File: src/common/lc3b_types.sv
`default_nettype none

package lc3b_types;

    typedef logic [15:0] lc3b_word;
    typedef logic [2:0] lc3b_reg;
    typedef logic [2:0] lc3b_nzp;       // n, z, p from msb down

    // LC-3b opcode field values
    typedef enum logic [3:0]
    {
        op_br  = 4'b0000,
        op_add = 4'b0001,
        op_and = 4'b0101,
        op_ldr = 4'b0110,
        op_str = 4'b0111,
        op_not = 4'b1001
    } lc3b_opcode;

    typedef enum logic [1:0]
    {
        alu_add  = 2'b00,
        alu_and  = 2'b01,
        alu_not  = 2'b10,
        alu_pass = 2'b11
    } lc3b_aluop;

    // all zeros decodes to a no-op
    typedef struct packed
    {
        lc3b_opcode opcode;
        lc3b_aluop  aluop;
        logic       imm_sel;        // second alu operand from immediate
        logic       mem_read;
        logic       mem_write;
        logic       load_regfile;
        logic       load_cc;
        logic       is_branch;
        lc3b_nzp    branch_nzp;
        lc3b_reg    dest;
        lc3b_reg    sr1;
        lc3b_reg    sr2;            // store source for str
    } lc3b_control_word;

    typedef struct packed
    {
        lc3b_word instr;
        lc3b_word pc_plus2;
    } lc3b_fetch_packet;

endpackage : lc3b_types

`default_nettype wire
File: src/design/lc3b_cpu.sv
`timescale 1ns/1ps
`default_nettype none

module lc3b_cpu
#(
    parameter lc3b_types::lc3b_word reset_pc = 16'h0000
)
(
    input wire clk,
    input wire rst,
    input wire i_mem_resp,
    input wire d_mem_resp,
    input wire lc3b_types::lc3b_word instr_rdata,
    input wire lc3b_types::lc3b_word mem_rdata,
    output logic instr_read,
    output lc3b_types::lc3b_word instr_address,
    output logic mem_read,
    output logic mem_write,
    output lc3b_types::lc3b_word mem_address,
    output lc3b_types::lc3b_word mem_wdata
);
    import lc3b_types::*;

    lc3b_fetch_packet fetch_packet;
    lc3b_fetch_packet dec_packet;
    lc3b_word target;
    logic advance;
    logic bubble;
    logic redirect;

    fetch_unit #(.reset_pc(reset_pc)) fetch
    (
        .clk(clk),
        .rst(rst),
        .advance(advance),
        .bubble(bubble),
        .redirect(redirect),
        .target(target),
        .instr_rdata(instr_rdata),
        .instr_read(instr_read),
        .instr_address(instr_address),
        .packet(fetch_packet)
    );

    // fetch/decode register, held on bubble, killed by a taken branch
    stage_register #(.payload_t(lc3b_fetch_packet)) if_id
    (
        .clk(clk),
        .rst(rst),
        .load(advance && !bubble),
        .flush(advance && redirect),
        .in(fetch_packet),
        .out(dec_packet)
    );

    datapath dp
    (
        .clk(clk),
        .rst(rst),
        .i_mem_resp(i_mem_resp),
        .d_mem_resp(d_mem_resp),
        .packet(dec_packet),
        .mem_rdata(mem_rdata),
        .advance(advance),
        .bubble(bubble),
        .redirect(redirect),
        .target(target),
        .mem_read(mem_read),
        .mem_write(mem_write),
        .mem_address(mem_address),
        .mem_wdata(mem_wdata)
    );

endmodule : lc3b_cpu

`default_nettype wire

File: src/datapath/datapath.sv
`timescale 1ns/1ps
`default_nettype none

module datapath
(
    input wire clk,
    input wire rst,
    input wire i_mem_resp,
    input wire d_mem_resp,
    input wire lc3b_types::lc3b_fetch_packet packet,
    input wire lc3b_types::lc3b_word mem_rdata,
    output logic advance,
    output logic bubble,
    output logic redirect,
    output lc3b_types::lc3b_word target,
    output logic mem_read,
    output logic mem_write,
    output lc3b_types::lc3b_word mem_address,
    output lc3b_types::lc3b_word mem_wdata
);
    import lc3b_types::*;

    typedef struct packed
    {
        lc3b_control_word ctrl;
        lc3b_word a;
        lc3b_word b;
        lc3b_word imm;
        lc3b_word target;
    } id_ex_t;

    typedef struct packed
    {
        lc3b_control_word ctrl;
        lc3b_word result;           // alu value or data address
        lc3b_word store_data;
    } ex_mem_t;

    typedef struct packed
    {
        lc3b_control_word ctrl;
        lc3b_word result;
        lc3b_word load_data;
    } mem_wb_t;

    lc3b_control_word dec_ctrl;
    lc3b_word reg_a;
    lc3b_word reg_b;
    id_ex_t dec_out;
    id_ex_t exe;
    ex_mem_t exe_out;
    ex_mem_t exm;
    mem_wb_t mem_out;
    mem_wb_t wb;
    logic [1:0] sel_a;
    logic [1:0] sel_b;
    lc3b_word fwd_a;
    lc3b_word fwd_b;
    lc3b_word alu_out;
    lc3b_word wb_value;
    lc3b_nzp cc;
    logic d_done;
    lc3b_word rdata_q;

    control_rom ctrl_rom (.instr(packet.instr), .ctrl(dec_ctrl));

    regfile rf
    (
        .clk(clk),
        .rst(rst),
        .load(wb.ctrl.load_regfile),
        .dest(wb.ctrl.dest),
        .in(wb_value),
        .src_a(dec_ctrl.sr1),
        .src_b(dec_ctrl.sr2),
        .reg_a(reg_a),
        .reg_b(reg_b)
    );

    hazard_unit hazards
    (
        .dec_ctrl(dec_ctrl),
        .exe_ctrl(exe.ctrl),
        .mem_ctrl(exm.ctrl),
        .wb_ctrl(wb.ctrl),
        .sel_a(sel_a),
        .sel_b(sel_b),
        .bubble(bubble)
    );

    always_comb
    begin
        if (bubble)
            dec_out.ctrl = '0;
        else
            dec_out.ctrl = dec_ctrl;
        dec_out.a = reg_a;
        dec_out.b = reg_b;
        if (dec_ctrl.mem_read || dec_ctrl.mem_write)
            dec_out.imm = {{9{packet.instr[5]}}, packet.instr[5:0], 1'b0};   // word offset
        else
            dec_out.imm = {{11{packet.instr[4]}}, packet.instr[4:0]};
        dec_out.target = packet.pc_plus2 + {{6{packet.instr[8]}}, packet.instr[8:0], 1'b0};
    end

    stage_register #(.payload_t(id_ex_t)) id_ex
    (
        .clk(clk), .rst(rst), .load(advance), .flush(advance && redirect),
        .in(dec_out), .out(exe)
    );

    // execute, 1 = memory stage result, 2 = writeback result
    assign fwd_a = (sel_a == 2'd1) ? exm.result : (sel_a == 2'd2) ? wb_value : exe.a;
    assign fwd_b = (sel_b == 2'd1) ? exm.result : (sel_b == 2'd2) ? wb_value : exe.b;

    always_comb
    begin
        case (exe.ctrl.aluop)
            alu_add:  alu_out = fwd_a + (exe.ctrl.imm_sel ? exe.imm : fwd_b);
            alu_and:  alu_out = fwd_a & (exe.ctrl.imm_sel ? exe.imm : fwd_b);
            alu_not:  alu_out = ~fwd_a;
            default:  alu_out = fwd_b;
        endcase
    end

    assign redirect = exe.ctrl.is_branch && ((cc & exe.ctrl.branch_nzp) != 3'b000);
    assign target = exe.target;
    assign exe_out.ctrl = exe.ctrl;
    assign exe_out.result = alu_out;
    assign exe_out.store_data = fwd_b;

    stage_register #(.payload_t(ex_mem_t)) ex_mem
    (
        .clk(clk), .rst(rst), .load(advance), .flush(1'b0),
        .in(exe_out), .out(exm)
    );

    // memory stage, a finished access waits here for the fetch side
    assign advance = i_mem_resp && (d_mem_resp || d_done ||
                                    !(exm.ctrl.mem_read || exm.ctrl.mem_write));
    assign mem_read = exm.ctrl.mem_read && !d_done;
    assign mem_write = exm.ctrl.mem_write && !d_done;   // no repeated store
    assign mem_address = exm.result;
    assign mem_wdata = exm.store_data;

    always_ff @(posedge clk)
    begin
        if (rst || advance)
            d_done <= 1'b0;
        else if (d_mem_resp)
            d_done <= 1'b1;
    end

    always_ff @(posedge clk)
    begin
        if (d_mem_resp)
            rdata_q <= mem_rdata;
    end

    assign mem_out.ctrl = exm.ctrl;
    assign mem_out.result = exm.result;
    assign mem_out.load_data = d_done ? rdata_q : mem_rdata;

    stage_register #(.payload_t(mem_wb_t)) mem_wb
    (
        .clk(clk), .rst(rst), .load(advance), .flush(1'b0),
        .in(mem_out), .out(wb)
    );

    assign wb_value = wb.ctrl.mem_read ? wb.load_data : wb.result;

    always_ff @(posedge clk)
    begin
        if (rst)
            cc <= 3'b000;
        else if (wb.ctrl.load_cc)
            cc <= wb_value[15] ? 3'b100 : (wb_value == 16'h0000) ? 3'b010 : 3'b001;
    end

endmodule : datapath

`default_nettype wire

File: src/datapath/hazard_unit.sv
`timescale 1ns/1ps
`default_nettype none

module hazard_unit
(
    input wire lc3b_types::lc3b_control_word dec_ctrl,
    input wire lc3b_types::lc3b_control_word exe_ctrl,
    input wire lc3b_types::lc3b_control_word mem_ctrl,
    input wire lc3b_types::lc3b_control_word wb_ctrl,
    output logic [1:0] sel_a,
    output logic [1:0] sel_b,
    output logic bubble
);

    logic mem_fwd;
    logic dec_uses;
    logic load_use;
    logic cc_wait;

    // a load in memory has no data yet, the bubble keeps its users back
    assign mem_fwd = mem_ctrl.load_regfile && !mem_ctrl.mem_read;

    always_comb
    begin
        sel_a = 2'd0;
        sel_b = 2'd0;
        if (wb_ctrl.load_regfile && wb_ctrl.dest == exe_ctrl.sr1)
            sel_a = 2'd2;
        if (wb_ctrl.load_regfile && wb_ctrl.dest == exe_ctrl.sr2)
            sel_b = 2'd2;
        if (mem_fwd && mem_ctrl.dest == exe_ctrl.sr1)
            sel_a = 2'd1;           // younger result wins
        if (mem_fwd && mem_ctrl.dest == exe_ctrl.sr2)
            sel_b = 2'd1;
    end

    assign dec_uses = dec_ctrl.load_regfile || dec_ctrl.mem_write;
    assign load_use = exe_ctrl.mem_read && dec_uses &&
                      (exe_ctrl.dest == dec_ctrl.sr1 || exe_ctrl.dest == dec_ctrl.sr2);
    assign cc_wait = dec_ctrl.is_branch &&
                     (exe_ctrl.load_cc || mem_ctrl.load_cc || wb_ctrl.load_cc);
    assign bubble = load_use || cc_wait;

endmodule : hazard_unit

`default_nettype wire

File: src/datapath/regfile.sv
`timescale 1ns/1ps
`default_nettype none

module regfile
(
    input wire clk,
    input wire rst,
    input wire load,
    input wire lc3b_types::lc3b_reg dest,
    input wire lc3b_types::lc3b_word in,
    input wire lc3b_types::lc3b_reg src_a,
    input wire lc3b_types::lc3b_reg src_b,
    output lc3b_types::lc3b_word reg_a,
    output lc3b_types::lc3b_word reg_b
);
    import lc3b_types::*;

    lc3b_word data [8];

    always_ff @(posedge clk)
    begin
        if (rst)
        begin
            for (int i = 0; i < 8; i++)
                data[i] <= '0;
        end
        else if (load)
            data[dest] <= in;
    end

    // writeback value seen by decode in the same cycle
    assign reg_a = (load && dest == src_a) ? in : data[src_a];
    assign reg_b = (load && dest == src_b) ? in : data[src_b];

endmodule : regfile

`default_nettype wire

File: src/datapath/control_rom.sv
`timescale 1ns/1ps
`default_nettype none

module control_rom
(
    input wire lc3b_types::lc3b_word instr,
    output lc3b_types::lc3b_control_word ctrl
);
    import lc3b_types::*;

    always_comb
    begin
        ctrl = '0;
        ctrl.opcode = lc3b_opcode'(instr[15:12]);
        case (instr[15:12])
            op_add, op_and:
            begin
                ctrl.aluop = (instr[15:12] == op_add) ? alu_add : alu_and;
                ctrl.imm_sel = instr[5];        // imm5 form
                ctrl.load_regfile = 1'b1;
                ctrl.load_cc = 1'b1;
                ctrl.dest = instr[11:9];
                ctrl.sr1 = instr[8:6];
                ctrl.sr2 = instr[2:0];
            end
            op_not:
            begin
                ctrl.aluop = alu_not;
                ctrl.load_regfile = 1'b1;
                ctrl.load_cc = 1'b1;
                ctrl.dest = instr[11:9];
                ctrl.sr1 = instr[8:6];
            end
            op_ldr:
            begin
                ctrl.aluop = alu_add;       // base plus offset
                ctrl.imm_sel = 1'b1;
                ctrl.mem_read = 1'b1;
                ctrl.load_regfile = 1'b1;
                ctrl.load_cc = 1'b1;
                ctrl.dest = instr[11:9];
                ctrl.sr1 = instr[8:6];
            end
            op_str:
            begin
                ctrl.aluop = alu_add;
                ctrl.imm_sel = 1'b1;
                ctrl.mem_write = 1'b1;
                ctrl.sr1 = instr[8:6];
                ctrl.sr2 = instr[11:9];     // store source
            end
            default:
            begin
                // br with nzp 000 never branches, so it stays a no-op
                ctrl.is_branch = (instr[15:12] == op_br) && (instr[11:9] != 3'b000);
                ctrl.branch_nzp = instr[11:9];
            end
        endcase
    end

endmodule : control_rom

`default_nettype wire

File: src/design/fetch_unit.sv
`timescale 1ns/1ps
`default_nettype none

module fetch_unit
#(
    parameter lc3b_types::lc3b_word reset_pc = 16'h0000
)
(
    input wire clk,
    input wire rst,
    input wire advance,
    input wire bubble,
    input wire redirect,
    input wire lc3b_types::lc3b_word target,
    input wire lc3b_types::lc3b_word instr_rdata,
    output logic instr_read,
    output lc3b_types::lc3b_word instr_address,
    output lc3b_types::lc3b_fetch_packet packet
);
    import lc3b_types::*;

    lc3b_word pc_plus2;

    assign pc_plus2 = instr_address + 16'd2;

    // instr_address is the pc itself
    always_ff @(posedge clk)
    begin
        if (rst)
        begin
            instr_address <= reset_pc;
            instr_read <= 1'b0;
        end
        else
        begin
            instr_read <= 1'b1;         // fetch runs continuously after reset
            if (advance && redirect)
                instr_address <= target;    // taken branch wins over bubble
            else if (advance && !bubble)
                instr_address <= pc_plus2;
        end
    end

    assign packet.instr = instr_rdata;
    assign packet.pc_plus2 = pc_plus2;

endmodule : fetch_unit

`default_nettype wire

File: src/design/stage_register.sv
`timescale 1ns/1ps
`default_nettype none

module stage_register
#(
    parameter type payload_t = logic [15:0]
)
(
    input wire clk,
    input wire rst,
    input wire load,
    input wire flush,
    input wire payload_t in,
    output payload_t out
);

    // all-zero payload is a no-op
    always_ff @(posedge clk)
    begin
        if (rst || flush)
            out <= '0;
        else if (load)
            out <= in;
    end

endmodule : stage_register

`default_nettype wire

File: config.mk
export PLATFORM = sky130hd
export DESIGN_NAME = lc3b_cpu
export DESIGN_NICKNAME = d
export VERILOG_FILES = /design/src/common/lc3b_types.sv /design/src/design/lc3b_cpu.sv /design/src/datapath/datapath.sv /design/src/datapath/hazard_unit.sv /design/src/datapath/regfile.sv /design/src/datapath/control_rom.sv /design/src/design/fetch_unit.sv /design/src/design/stage_register.sv
export SDC_FILE = /design/constraint.sdc
export NUM_CORES = 1
export LEC_CHECK = 0
export BUFFER_PORTS_ARGS = -buffer_cell sky130_fd_sc_hd__buf_2
export CORE_MARGIN = 5
export CORE_UTILIZATION = 34
export CTS_CLUSTER_SIZE = 24
export DETAILED_ROUTE_END_ITERATION = 8
export PLACE_DENSITY_LB_ADDON = 0.05
export SLEW_MARGIN = 20
export SYNTH_ARGS = -nofsm -noshare
export SYNTH_HDL_FRONTEND = slang
export SYNTH_SLANG_ARGS = --single-unit
File: constraint.sdc
create_clock -name clk -period 5.2 [get_ports clk]
set_input_delay 0.26 -clock clk [delete_from_list [all_inputs] [get_ports clk]]
set_output_delay 0.26 -clock clk [all_outputs]
set_load 0.1 [all_outputs]
==> impl_metrics.toml <==
[place]
place_worst_setup_slack_ps = 946.7
placement.cell_area_um2 = 20130
detailedPlacementHpwl_mm = 46.86
final_replace_weighted_congestion = 0.8667
numPortBuffers = 86
placed_cells_incl_taps = 2765

[global_routing]
maximum_number_of_pins_on_one_net_before_global_route_repair = 60
grt_first_pass_wirelength_mm = 104.6
grt_remaining_overflow = 0
grt_pass1_vias = 15948
antenna_found_initial = 0
groute.usage.overall_pct = 22.47

[logic_synthesis]
synth_cell_types = 78
ys_seq_area_share_pct = 43.83
synth_edf_count = 144
netlist_area_um2 = 19090
synthArstFlopShare_pct = 0
synth.net_count = 2128
yosys_register_bits = 346
yosysWarningCount = 0
syn_avg_cell_area_um2 = 9.272
synth-main-ff-cell = "sky130_fd_sc_hd__dfxtp_1"
postSynthCellCount = 2059

[power_and_ir_drop]
sw_frac_of_total_pct = 27.85
power.density_nw_per_um2 = 324.2
p_sw_uw = 1982
power_leakage_uw = 0.007865
power.share.sequential_pct = 43.1
irDropWorstVdd_v = 0.0002293
combinational_share_of_power_pct = 12.3
share_clk_of_total_power_pct = 44.6
internal-power_uw = 5134

[sta]
setup-violations-final = 0
max_clock_freq_mhz = 232.5
fin_worst_skew_ps = 29.36
final_period_minus_worst_setup_slack_ps = 4302
final.hold.worst_slack_ps = 18.50
post-route-worst-setup-slack_ps = 898.1
worstMarginPinSlew_ps = 1172
ratio_of_final_minimum_period_to_clock_period_pct = 82.73
fin_max_slew_vios = 0
setup-tns-final_ps = 0
worst_slew_margin_rel_pct = 19.64
hold_violations = 0
rsz_0062_raised_after_global_routing = "no"

[setup_path]
regToRegSetupSlack_ps = 900
critical_path.endpoint = "dp.ex_mem.out[31]"
worst_flop_to_flop_path_endpoint = "dp.ex_mem.out[31]"
critical_path.max_fanout = 11
start_kind = "register"
worstSetupPathType = "register to register"
crit_required_ps = 5640
setup.worst_path.start = "dp.mem_wb.out[38]"
setup.worst_path.end_class = "register"
cp.arrival_ps = 4750
rr_startpoint = "dp.mem_wb.out[38]"
worstRegToRegCells = 14

[detailed_routing]
detail_route.vias_per_cell = 5.590
drc_errors = 0
drt_pre_antenna_iters = 7
detail_route.iter0.violations = 1161
route.detailed.wl_per_inst_um = 24.21
wl_mm = 69.53
dr_total_vias = 16055
drt.antenna.violating_nets = 0

[run_status]
status = "complete, no violations"

[cts]
clk_path_buf_depth = 3
clk_latency_ps = 590
clkTransAtPathRegs_ps = 60
cts_root_buffer = "sky130_fd_sc_hd__clkbuf_16"
cts_setup_buffers = 0
post_cts.resized_instances = 0
cts.htree.levels = 2
numClockSinks = 346
cts_tree = "yes"
cts_made_buffers = 43
post_cts_hold_buffer_count = 31

[floorplan]
total_die_area_um2 = 60990
die_height_um = 247.0
dieWidth_um = 247.0
core-area_um2 = 55420
rows = 86
initial_utilization_pct = 34.45
io-pin-count = 87

[worst_hold_path]
hp-start = "instr_rdata[14]"
worst_hold_path_type = "input pin to register"

[finish]
insertedDiodeCount = 0
final_common_cell = "sky130_fd_sc_hd__nor2_1"
areaGrowthSynthToFinish_pct = 14.98
mostFrequentLayoutCells = "276 x sky130_fd_sc_hd__nor2_1, 234 x sky130_fd_sc_hd__nand2_1, 199 x sky130_fd_sc_hd__dfxtp_1, 144 x sky130_fd_sc_hd__edfxtp_1, 125 x sky130_fd_sc_hd__a21oi_1"
final_nets = 2163
post_route_cells_drive_above_1_share_pct = 14.74
layoutNonFillerInstCount = 2872
stdcell_area_um2 = 21950

[flow_run]
drv_cap = 0
[metrics by stage]
step / util (%) / power, µW
2_1_floorplan: - / 3694
3_3_place_gp: 36.32 / 3968
3_5_place_dp: 36.33 / 3976
4_1_cts: 39.56 / 7184
5_1_grt: 39.61 / 7369
6_report: 39.61 / 7116
[registers in the layout, indices dropped and copies added (netlist names)]
name	flops
dp.rf.data	128
dp.id_ex.out	74
dp.ex_mem.out	38
dp.mem_wb.out	37
if_id.out	32
dp.rdata_q	16
fetch.instr_address	16
dp.cc	3
dp.d_done	1
fetch.instr_read	1
[cell usage after synthesis, types with 14 or more instances]
cell type | number | area (µm²)
sky130_fd_sc_hd__nor2_1 | 278 | 1044
sky130_fd_sc_hd__nand2_1 | 236 | 885.9
sky130_fd_sc_hd__dfxtp_1 | 202 | 4044
sky130_fd_sc_hd__edfxtp_1 | 144 | 4324
sky130_fd_sc_hd__a21oi_1 | 127 | 635.6
sky130_fd_sc_hd__mux2i_1 | 117 | 1171
sky130_fd_sc_hd__clkbuf_1 | 104 | 390.4
sky130_fd_sc_hd__o21ai_0 | 87 | 435.4
sky130_fd_sc_hd__a211oi_1 | 66 | 495.5
sky130_fd_sc_hd__nand3_1 | 47 | 235.2
sky130_fd_sc_hd__buf_4 | 38 | 285.3
sky130_fd_sc_hd__nor2b_1 | 37 | 231.5
sky130_fd_sc_hd__inv_1 | 36 | 135.1
sky130_fd_sc_hd__buf_2 | 34 | 170.2
sky130_fd_sc_hd__mux4_2 | 33 | 743.2
sky130_fd_sc_hd__ha_1 | 31 | 387.9
sky130_fd_sc_hd__nor3_1 | 30 | 150.1
sky130_fd_sc_hd__xnor2_1 | 29 | 254.0
sky130_fd_sc_hd__a31oi_1 | 23 | 143.9
sky130_fd_sc_hd__a211o_1 | 21 | 183.9
sky130_fd_sc_hd__xor2_1 | 21 | 183.9
sky130_fd_sc_hd__mux2_2 | 16 | 180.2
sky130_fd_sc_hd__nand2b_1 | 16 | 100.1
sky130_fd_sc_hd__o211ai_1 | 16 | 120.1
sky130_fd_sc_hd__o221ai_1 | 16 | 140.1
sky130_fd_sc_hd__and3_1 | 15 | 93.84
sky130_fd_sc_hd__buf_1 | 15 | 56.30
sky130_fd_sc_hd__nand4_1 | 14 | 87.58
sky130_fd_sc_hd__o21a_1 | 14 | 105.1
[worst max-delay path: stages, from the launching register on]
cell	delay [ps]
sky130_fd_sc_hd__dfxtp_1	600
sky130_fd_sc_hd__xnor2_1	250
sky130_fd_sc_hd__and4_1	470
sky130_fd_sc_hd__buf_4	300
sky130_fd_sc_hd__mux2i_1	240
sky130_fd_sc_hd__o21ai_0	140
sky130_fd_sc_hd__mux2_2	300
sky130_fd_sc_hd__ha_1	330
sky130_fd_sc_hd__and3_1	200
sky130_fd_sc_hd__a221oi_1	290
sky130_fd_sc_hd__buf_4	190
sky130_fd_sc_hd__a21oi_1	110
sky130_fd_sc_hd__a211oi_1	380
sky130_fd_sc_hd__mux2i_1	250
sky130_fd_sc_hd__a311oi_1	100
[per-layer routing]
metal / track usage (%) / wire (µm) / vias up
li1: - / - / 7542
met1: 31.08 / 32140 / 7987
met2: 37.50 / 32690 / 432
met3: 2.821 / 3092 / 94
met4: 5.596 / 1611 / 0
met5: 0 / 0 / -
[power by group through the flow]
| stage | Clock [µW] | Combinational (µW) | Sequential, µW |
|---|---|---|---|
| after global placement | 0 | 843 | 3120 |
| final | 3180 | 872 | 3070 |
| after detailed placement | 0 | 850 | 3130 |
| after floorplan | 0 | 622 | 3070 |
| after global routing | 3350 | 942 | 3080 |
| after CTS | 3250 | 872 | 3070 |
[layout make-up]
| class | instances | area [µm²] |
|---|---|---|
| clock buffer | 57 | 1264 |
| clock inverter | 18 | 212.7 |
| fill | 5630 | 33460 |
| inverter | 37 | 138.9 |
| multi-input combinational | 1481 | 9742 |
| sequential | 346 | 8372 |
| tap | 748 | 935.9 |
| timing repair buffer | 185 | 1286 |
[kinds of logic after synthesis]
family | share of synthesized area, %
and+or+nand+nor | 17.11
AOI/OAI and AO/OA | 17.62
DFF | 43.83
buffers and inverters | 5.689
muxes | 11.13
xor gates and xnor gates | 2.379
adders and majority gates | 2.241
[how the worst min path moves through the flow]
stage | endpoint | slack, ps | depth (start not counted)
6_report | if_id.out[30] | 20 | 3
5_1_grt | if_id.out[30] | 20 | 3
2_1_floorplan | dp.d_done | 340 | 1
3_5_place_dp | fetch.instr_address[11] | 440 | 2
3_3_place_gp | fetch.instr_address[11] | 430 | 2
4_1_cts | if_id.out[30] | 3 | 3
Note: power is estimated with default switching activity, not from simulation.
